File: src/hw/cmd_pkg.sv
package cmd_pkg;

    typedef logic [7:0] byte_t;

    // ==================================================
    // frame format and command codes
    // ==================================================
    localparam byte_t SYNC_BYTE = 8'hA5;

    localparam byte_t CMD_PWM  = 8'h01;
    localparam byte_t CMD_UART = 8'h02;
    localparam byte_t CMD_DAC  = 8'h03;
    localparam byte_t CMD_LED  = 8'h04;
    localparam byte_t CMD_ECHO = 8'h05;

    // ==================================================
    // peripheral sizes
    // ==================================================
    localparam int NUM_PWM = 8;
    localparam int PWM_W   = 8;
    localparam int DAC_W   = 14;

    typedef logic [DAC_W-1:0] dac_t;

    // ==================================================
    // uart timing
    // ==================================================
    // short bit time so simulation stays fast
    localparam int CLKS_PER_BIT = 16;
    localparam int HALF_BIT     = CLKS_PER_BIT / 2;
    localparam int CLK_CNT_W    = $clog2(CLKS_PER_BIT);

endpackage

File: src/hw/frame_parser.sv
`timescale 1ns/1ps

module frame_parser (
    input  logic           clk,
    input  logic           reset_i,
    input  cmd_pkg::byte_t host_data_i,
    input  logic           host_valid_i,
    input  logic           tx_busy_i,
    output logic           pwm_we_o,
    output logic [2:0]     pwm_ch_o,
    output cmd_pkg::byte_t pwm_duty_o,
    output logic           tx_start_o,
    output cmd_pkg::byte_t tx_data_o,
    output logic           echo_valid_o,
    output cmd_pkg::byte_t echo_data_o,
    output cmd_pkg::dac_t  dac_data_o,
    output logic           led_o
);
    import cmd_pkg::*;

    typedef enum logic [1:0] {
        ST_IDLE,
        ST_CMD,
        ST_ARG,
        ST_DATA
    } state_t;

    state_t state_q;
    byte_t  cmd_q;
    byte_t  arg_q;
    byte_t  data_q;
    logic   last_byte;
    logic   dac_we_q;
    logic   led_we_q;
    dac_t   dac_q;
    logic   led_q;

    // data byte of a frame is on the bus
    assign last_byte = host_valid_i && (state_q == ST_DATA);

    // ==================================================
    // frame state machine
    // ==================================================
    always_ff @(posedge clk) begin
        if (reset_i) begin
            state_q <= ST_IDLE;
        end else if (host_valid_i) begin
            case (state_q)
                // anything but sync is ignored here
                ST_IDLE: if (host_data_i == SYNC_BYTE) state_q <= ST_CMD;
                ST_CMD:  state_q <= ST_ARG;
                ST_ARG:  state_q <= ST_DATA;
                default: state_q <= ST_IDLE;
            endcase
        end
    end

    // frame fields
    always_ff @(posedge clk) begin
        if (host_valid_i && state_q == ST_CMD) cmd_q <= host_data_i;
        if (host_valid_i && state_q == ST_ARG) arg_q <= host_data_i;
        if (last_byte) data_q <= host_data_i;
    end

    // ==================================================
    // command decode
    // ==================================================
    // unknown codes raise no strobe at all
    always_ff @(posedge clk) begin
        if (reset_i) begin
            pwm_we_o     <= 1'b0;
            tx_start_o   <= 1'b0;
            echo_valid_o <= 1'b0;
            dac_we_q     <= 1'b0;
            led_we_q     <= 1'b0;
        end else begin
            pwm_we_o     <= last_byte && (cmd_q == CMD_PWM);
            // uart byte lost if the transmitter is still busy
            tx_start_o   <= last_byte && (cmd_q == CMD_UART) && !tx_busy_i;
            echo_valid_o <= last_byte && (cmd_q == CMD_ECHO);
            dac_we_q     <= last_byte && (cmd_q == CMD_DAC);
            led_we_q     <= last_byte && (cmd_q == CMD_LED);
        end
    end

    // local dac and led registers, one edge after the strobe
    always_ff @(posedge clk) begin
        if (reset_i) begin
            dac_q <= '0;
            led_q <= 1'b0;
        end else begin
            if (dac_we_q) dac_q <= {arg_q[5:0], data_q};
            if (led_we_q) led_q <= data_q[0];
        end
    end

    assign pwm_ch_o    = arg_q[2:0];
    assign pwm_duty_o  = data_q;
    assign tx_data_o   = data_q;
    assign echo_data_o = data_q;
    assign dac_data_o  = dac_q;
    assign led_o       = led_q;

endmodule

File: src/hw/pwm_bank.sv
`timescale 1ns/1ps

module pwm_bank (
    input  logic                        clk,
    input  logic                        reset_i,
    input  logic                        pwm_we_i,
    input  logic [2:0]                  pwm_ch_i,
    input  cmd_pkg::byte_t              pwm_duty_i,
    output logic [cmd_pkg::NUM_PWM-1:0] pwm_pins_o
);
    import cmd_pkg::*;

    logic [PWM_W-1:0] duty_q [NUM_PWM];
    logic [PWM_W-1:0] cnt_q;

    // shared free-running counter, wraps at 255
    always_ff @(posedge clk) begin
        if (reset_i) begin
            cnt_q <= '0;
        end else begin
            cnt_q <= cnt_q + 1'b1;
        end
    end

    // duty registers start at zero so every pin is low
    always_ff @(posedge clk) begin
        if (reset_i) begin
            for (int i = 0; i < NUM_PWM; i++) begin
                duty_q[i] <= '0;
            end
        end else if (pwm_we_i) begin
            duty_q[pwm_ch_i] <= pwm_duty_i;
        end
    end

    // high while the count is below the duty
    always_comb begin
        for (int i = 0; i < NUM_PWM; i++) begin
            pwm_pins_o[i] = (cnt_q < duty_q[i]);
        end
    end

endmodule

File: src/hw/uart_bridge.sv
`timescale 1ns/1ps

module uart_bridge (
    input  logic           clk,
    input  logic           reset_i,
    input  logic           tx_start_i,
    input  cmd_pkg::byte_t tx_data_i,
    output logic           tx_busy_o,
    output logic           uart_tx_o,
    input  logic           uart_rx_i,
    output logic           rx_valid_o,
    output cmd_pkg::byte_t rx_data_o
);
    import cmd_pkg::*;

    logic [8:0]           tx_shift_q;
    logic [3:0]           tx_bits_q;
    logic [CLK_CNT_W-1:0] tx_cnt_q;
    logic                 tx_line_q;
    logic                 tx_busy_q;
    logic                 tx_bit_done;

    logic                 rx_s1_q;
    logic                 rx_s2_q;
    logic                 rx_prev_q;
    logic                 rx_busy_q;
    logic [3:0]           rx_bits_q;
    logic [CLK_CNT_W-1:0] rx_cnt_q;
    logic [CLK_CNT_W-1:0] rx_limit;
    logic                 rx_sample;
    byte_t                rx_shift_q;
    logic                 rx_valid_q;

    // ==================================================
    // transmitter
    // ==================================================
    assign tx_bit_done = (tx_cnt_q == CLK_CNT_W'(CLKS_PER_BIT - 1));

    // bit 0 is the start bit, 1..8 data, 9 the stop bit
    always_ff @(posedge clk) begin
        if (reset_i) begin
            tx_busy_q <= 1'b0;
            tx_line_q <= 1'b1;
            tx_bits_q <= '0;
            tx_cnt_q  <= '0;
        end else if (!tx_busy_q) begin
            if (tx_start_i) begin
                tx_busy_q <= 1'b1;
                tx_line_q <= 1'b0;
                tx_bits_q <= '0;
                tx_cnt_q  <= '0;
            end
        end else if (tx_bit_done) begin
            tx_cnt_q <= '0;
            if (tx_bits_q == 4'd9) begin
                tx_busy_q <= 1'b0;
            end else begin
                tx_line_q <= tx_shift_q[0];
                tx_bits_q <= tx_bits_q + 4'd1;
            end
        end else begin
            tx_cnt_q <= tx_cnt_q + 1'b1;
        end
    end

    // stop bit sits above the data, shifted out lsb first
    always_ff @(posedge clk) begin
        if (!tx_busy_q && tx_start_i) begin
            tx_shift_q <= {1'b1, tx_data_i};
        end else if (tx_busy_q && tx_bit_done) begin
            tx_shift_q <= tx_shift_q >> 1;
        end
    end

    assign tx_busy_o = tx_busy_q;
    assign uart_tx_o = tx_line_q;

    // ==================================================
    // receiver
    // ==================================================
    always_ff @(posedge clk) begin
        if (reset_i) begin
            rx_s1_q   <= 1'b1;
            rx_s2_q   <= 1'b1;
            rx_prev_q <= 1'b1;
        end else begin
            rx_s1_q   <= uart_rx_i;
            rx_s2_q   <= rx_s1_q;
            rx_prev_q <= rx_s2_q;
        end
    end

    // half a bit to the start bit middle, then whole bits
    assign rx_limit  = (rx_bits_q == 4'd0) ? CLK_CNT_W'(HALF_BIT - 1)
                                           : CLK_CNT_W'(CLKS_PER_BIT - 1);
    assign rx_sample = rx_busy_q && (rx_cnt_q == rx_limit);

    always_ff @(posedge clk) begin
        if (reset_i) begin
            rx_busy_q  <= 1'b0;
            rx_bits_q  <= '0;
            rx_cnt_q   <= '0;
            rx_valid_q <= 1'b0;
        end else begin
            rx_valid_q <= 1'b0;
            if (!rx_busy_q) begin
                if (rx_prev_q && !rx_s2_q) begin
                    rx_busy_q <= 1'b1;
                    rx_bits_q <= '0;
                    rx_cnt_q  <= '0;
                end
            end else if (rx_sample) begin
                rx_cnt_q <= '0;
                if (rx_bits_q == 4'd0 && rx_s2_q) begin
                    // start bit gone by mid-bit, treat as glitch
                    rx_busy_q <= 1'b0;
                end else if (rx_bits_q == 4'd9) begin
                    rx_busy_q  <= 1'b0;
                    rx_valid_q <= rx_s2_q;
                end else begin
                    rx_bits_q <= rx_bits_q + 4'd1;
                end
            end else begin
                rx_cnt_q <= rx_cnt_q + 1'b1;
            end
        end
    end

    always_ff @(posedge clk) begin
        if (rx_sample && rx_bits_q != 4'd0 && rx_bits_q != 4'd9) begin
            rx_shift_q <= {rx_s2_q, rx_shift_q[7:1]};
        end
    end

    assign rx_valid_o = rx_valid_q;
    assign rx_data_o  = rx_shift_q;

endmodule

File: src/hw/upload_arbiter.sv
`timescale 1ns/1ps

module upload_arbiter (
    input  logic           clk,
    input  logic           reset_i,
    input  logic           rx_valid_i,
    input  cmd_pkg::byte_t rx_data_i,
    input  logic           echo_valid_i,
    input  cmd_pkg::byte_t echo_data_i,
    output cmd_pkg::byte_t upload_data_o,
    output logic           upload_valid_o
);
    import cmd_pkg::*;

    logic  hold_valid_q;
    byte_t hold_data_q;

    // ==================================================
    // upload select, rx first then held echo then new echo
    // ==================================================
    always_ff @(posedge clk) begin
        if (reset_i) begin
            upload_valid_o <= 1'b0;
            hold_valid_q   <= 1'b0;
        end else begin
            upload_valid_o <= rx_valid_i || hold_valid_q || echo_valid_i;
            if (rx_valid_i) begin
                // echo loses this slot and waits
                if (echo_valid_i) hold_valid_q <= 1'b1;
            end else if (hold_valid_q) begin
                hold_valid_q <= echo_valid_i;
            end
        end
    end

    // payload path
    always_ff @(posedge clk) begin
        if (rx_valid_i) begin
            upload_data_o <= rx_data_i;
        end else if (hold_valid_q) begin
            upload_data_o <= hold_data_q;
        end else if (echo_valid_i) begin
            upload_data_o <= echo_data_i;
        end
        if (echo_valid_i && (rx_valid_i || hold_valid_q)) begin
            hold_data_q <= echo_data_i;
        end
    end

endmodule

File: src/hw/cmd_top.sv
`timescale 1ns/1ps

module cmd_top (
    input  logic                        clk,
    input  logic                        reset_i,
    input  cmd_pkg::byte_t              host_data_i,
    input  logic                        host_valid_i,
    output cmd_pkg::byte_t              upload_data_o,
    output logic                        upload_valid_o,
    output logic [cmd_pkg::NUM_PWM-1:0] pwm_pins_o,
    input  logic                        uart_rx_i,
    output logic                        uart_tx_o,
    output cmd_pkg::dac_t               dac_data_o,
    output logic                        led_o
);
    import cmd_pkg::*;

    // parser to pwm bank
    logic       pwm_we;
    logic [2:0] pwm_ch;
    byte_t      pwm_duty;

    // parser and uart
    logic       tx_start;
    byte_t      tx_data;
    logic       tx_busy;

    // upload sources
    logic       echo_valid;
    byte_t      echo_data;
    logic       rx_valid;
    byte_t      rx_data;

    // ==================================================
    // command processor
    // ==================================================
    frame_parser u_frame_parser (
        .clk          (clk),
        .reset_i      (reset_i),
        .host_data_i  (host_data_i),
        .host_valid_i (host_valid_i),
        .tx_busy_i    (tx_busy),
        .pwm_we_o     (pwm_we),
        .pwm_ch_o     (pwm_ch),
        .pwm_duty_o   (pwm_duty),
        .tx_start_o   (tx_start),
        .tx_data_o    (tx_data),
        .echo_valid_o (echo_valid),
        .echo_data_o  (echo_data),
        .dac_data_o   (dac_data_o),
        .led_o        (led_o)
    );

    // ==================================================
    // peripherals
    // ==================================================
    pwm_bank u_pwm_bank (
        .clk        (clk),
        .reset_i    (reset_i),
        .pwm_we_i   (pwm_we),
        .pwm_ch_i   (pwm_ch),
        .pwm_duty_i (pwm_duty),
        .pwm_pins_o (pwm_pins_o)
    );

    uart_bridge u_uart_bridge (
        .clk        (clk),
        .reset_i    (reset_i),
        .tx_start_i (tx_start),
        .tx_data_i  (tx_data),
        .tx_busy_o  (tx_busy),
        .uart_tx_o  (uart_tx_o),
        .uart_rx_i  (uart_rx_i),
        .rx_valid_o (rx_valid),
        .rx_data_o  (rx_data)
    );

    upload_arbiter u_upload_arbiter (
        .clk            (clk),
        .reset_i        (reset_i),
        .rx_valid_i     (rx_valid),
        .rx_data_i      (rx_data),
        .echo_valid_i   (echo_valid),
        .echo_data_i    (echo_data),
        .upload_data_o  (upload_data_o),
        .upload_valid_o (upload_valid_o)
    );

endmodule

File: config.mk
export PLATFORM = sky130hd
export DESIGN_NAME = cmd_top
export DESIGN_NICKNAME = d
export VERILOG_FILES = /design/src/hw/cmd_pkg.sv /design/src/hw/frame_parser.sv /design/src/hw/pwm_bank.sv /design/src/hw/uart_bridge.sv /design/src/hw/upload_arbiter.sv /design/src/hw/cmd_top.sv
export SDC_FILE = /design/constraint.sdc
export NUM_CORES = 1
export LEC_CHECK = 0
export ABC_AREA = 1
export BUFFER_PORTS_ARGS = -buffer_cell sky130_fd_sc_hd__buf_2
export CAP_MARGIN = 20
export CORE_ASPECT_RATIO = 0.5
export CORE_MARGIN = 1
export CORE_UTILIZATION = 50
export DETAILED_ROUTE_END_ITERATION = 6
export PLACE_DENSITY = 0.75
export SYNTH_ARGS = -nofsm -noshare
export SYNTH_HDL_FRONTEND = slang
export SYNTH_HIERARCHICAL = 1
export SYNTH_SLANG_ARGS = --single-unit
File: constraint.sdc
create_clock -name clk -period 2.7 [get_ports clk]
set_input_delay 0.405 -clock clk [delete_from_list [all_inputs] [get_ports clk]]
set_output_delay 0.405 -clock clk [all_outputs]
set_load 0.1 [all_outputs]
==> metrics.cfg <==
[outcome]
status = completed

[cells_and_area]
fillers = 1305
drive_above_1_share_pct = 12.7
syn_to_final_growth_pct = 10.4
fin_area_um2 = 9170
diodes = 0
final_util_pct = 58.0
nets = 979

[die]
num_rows = 32
die_h_um = 93.2
die_w_um = 184
start_util_pct = 52.5
ios = 45
fp.dieArea_um2 = 17200
coreArea_um2 = 15800

[clocking]
cts.path.max_buffers = 2
cts.clk_slew.worst_paths_ns = 0.06
insertion_delay_ns = 0.42
cts_buffers = 17
cts_sinks = 174
cts_htree_levels = 4
cts_root_buf = clkbuf_16
cts_tree = yes
cts_setup_buffers = 0

[hold_path]
holdCritStartpoint = uart_rx_i
hold_path_class = primary input to flip-flop
hold_depth = 2

[route]
via_count = 5756
postRouteAntennaNets = 0
dr.pass1.iters = 5
wl_per_cell_um = 14.4
drc = 0
avgViaCountPerCell = 5.08
first_iter_violations = 382
totalWireLength_um = 16400

[power_and_ir_drop]
p_per_area_nw_per_um2 = 580
max-vdd-ir-drop_mv = 0.491
p_leak_uw = 0.00421

[placed_design]
gp_congestion = 0.824
pre_cts_slack_ns = 0.425
dp_hpwl_um = 11400
io_buffers = 44
dpl_cell_area_um2 = 8670

[worst_setup_path]
rr_startpoint = u_uart_bridge/rx_bits_q[0]$_SDFFE_PP0P_
cp_max_fo = 10
crit_required_ns = 2.30
crit_path_start = u_pwm_bank/cnt_q[6]$_SDFF_PP0_
cp-end-kind = output port
worstSetupStartpointType = flip-flop
worst-setup-path-type = flip-flop to output port
critPathArrivalTime_ns = 2.19
reg2reg_depth = 8

[yosys]
synth_cell_type_count = 34
yosys_warnings = 6
synth_cells = 860
syn_nets = 940
ys_seq_elements = 174
ys_seq_area_share_pct = 56.1
synth_area_um2 = 8310
syn_avg_cell_area_um2 = 9.66

[flow_run]
cap_viol_max_count = 0

[sta]
finalHoldViolCount = 0
fin_setup_tns_ns = 0
finalSetupViolCount = 0
fmax_ghz = 0.385
slew_viol_final = 0
grt_setup_unrepaired = false
post-route-period-util_pct = 96.3
worst_slew_pin_slew_ns = 0.609
layout_setup_ws_ns = 0.100
fin_skew_ns = 0.00673
finalCriticalPeriod_ns = 2.60
hold_slack_ns = 0.176
timing.slew.headroom_pct = 59.3

[global_routing]
overflow = 0
grt_max_degree = 25
antenna_found_initial = 0
grt_first_pass_wirelength_um = 26200
grt_pass1_vias = 5478
grt_usage_pct = 20.1

[per-layer routing]
| layer | wire [um] | track usage [%] | up-vias |
|---|---|---|---|
| li1 | - | - | 2877 |
| met1 | 7100 | 24.4 | 2738 |
| met2 | 8260 | 35.8 | 118 |
| met3 | 736 | 3.31 | 23 |
| met4 | 255 | 7.78 | 0 |
| met5 | 0 | 0 | - |
[synth_stat cells]
master | n | area [um^2]
or2_2 | 2 | 12.5
xnor2_1 | 2 | 17.5
buf_4 | 19 | 143
inv_2 | 6 | 22.5
a21oi_2 | 1 | 8.76
buf_1 | 1 | 3.75
o21ai_0 | 31 | 155
xor2_1 | 2 | 17.5
nand2_2 | 5 | 31.3
nand2_1 | 143 | 537
nand3_1 | 27 | 135
nor4_2 | 1 | 12.5
o21a_1 | 1 | 7.51
inv_1 | 127 | 477
edfxtp_1 | 118 | 3540
ha_1 | 68 | 851
nor4_1 | 4 | 25.0
a21oi_1 | 74 | 370
o22ai_1 | 1 | 6.26
nand4_1 | 2 | 12.5
nor3_1 | 3 | 15.0
nor2_4 | 3 | 33.8
nand2_4 | 9 | 101
o21ai_1 | 2 | 10.0
buf_6 | 2 | 22.5
nand3_4 | 2 | 35.0
buf_2 | 5 | 25.0
nor2_1 | 136 | 510
dfxtp_1 | 56 | 1120
and3_1 | 1 | 6.26
nor3b_1 | 1 | 7.51
a31oi_1 | 2 | 12.5
nor2_2 | 2 | 12.5
o21ai_2 | 1 | 8.76
[flip-flops by register name, indices dropped and copies added, names as in the netlist, 4 cells and up]
register / cells
u_pwm_bank/duty_q: 64
u_frame_parser/dac_data_o: 14
u_uart_bridge/tx_shift_q: 9
u_frame_parser/cmd_q: 8
u_frame_parser/echo_data_o: 8
u_pwm_bank/cnt_q: 8
u_uart_bridge/rx_data_o: 8
u_upload_arbiter/hold_data_q: 8
u_upload_arbiter/upload_data_o: 8
u_frame_parser/arg_q: 6
u_uart_bridge/rx_bits_q: 4
u_uart_bridge/rx_cnt_q: 4
u_uart_bridge/tx_bits_q: 4
u_uart_bridge/tx_cnt_q: 4
[what timing repair did]
action                                  4_1_cts  5_1_grt
gates resized for setup                       1        3
hold buffers                                  0        0
cloned                                        0        0
endpoints found under the setup margin        2        6
[through the flow]
stage	instances	total power [uW]
after floorplan	860	3170
after global placement	1101	3230
after detailed placement	1101	3250
after CTS	1132	5350
after global routing	1132	5500
final	1132	5320
[critical path: stages (launching register included)]
cell and delay, ns:
dfxtp_1 0.67, ha_1 0.33, nand2_1 0.09, o21ai_0 0.12, a21oi_2 0.13, buf_2 0.44
[cell usage in the layout (no fill, tap or decap), types with 3 or more instances in the layout]
| master | instances |
|---|---|
| ha_1 | 68 |
| nor2_1 | 136 |
| nand2_4 | 9 |
| dfxtp_2 | 3 |
| nor4_1 | 4 |
| clkbuf_16 | 17 |
| buf_2 | 43 |
| inv_4 | 3 |
| nor3_1 | 3 |
| o21ai_0 | 31 |
| clkinv_2 | 5 |
| a21oi_1 | 66 |
| nand2_1 | 143 |
| nor2_4 | 3 |
| a21oi_2 | 9 |
| clkbuf_1 | 5 |
| nand2_2 | 5 |
| edfxtp_1 | 118 |
| inv_1 | 127 |
| dfxtp_1 | 53 |
| nand3_1 | 27 |
| buf_4 | 3 |
| inv_2 | 6 |
[kinds of logic after synthesis]
logic type | after synthesis | synth area share (%)
simple gates | 341 | 17.9
buf+inv | 160 | 8.34
fa+ha+maj | 68 | 10.2
compound gates | 113 | 6.97
flops | 174 | 56.1
xor+xnor | 4 | 0.422
[where the power goes]
group          internal (uW)  switching [uW]
logic                   82.9             195
registers               2880            31.6
clock network           1190             945
total                   4150            1170
[final timing paths]
check             slack (ns)                                   end
setup reg to reg        0.83  u_uart_bridge/rx_data_o[5]$_DFFE_PP_
hold reg to reg         0.42      u_uart_bridge/rx_s2_q$_SDFF_PP1_
hold / removal          0.18      u_uart_bridge/rx_s1_q$_SDFF_PP1_
setup / recovery        0.10                         pwm_pins_o[0]
[layout make-up]
class                      instances  area [um^2]  share of cell area (%)
sequential                       174         4670                    50.9
clock buffer                      23          458                    4.99
inverter                         133          499                    5.44
clock inverter                     8         43.8                   0.477
timing repair buffer              47          245                    2.67
multi-input combinational        526         2980                    32.5
tap                              221          277                    3.01
Note: power is estimated with default switching activity, not from simulation.
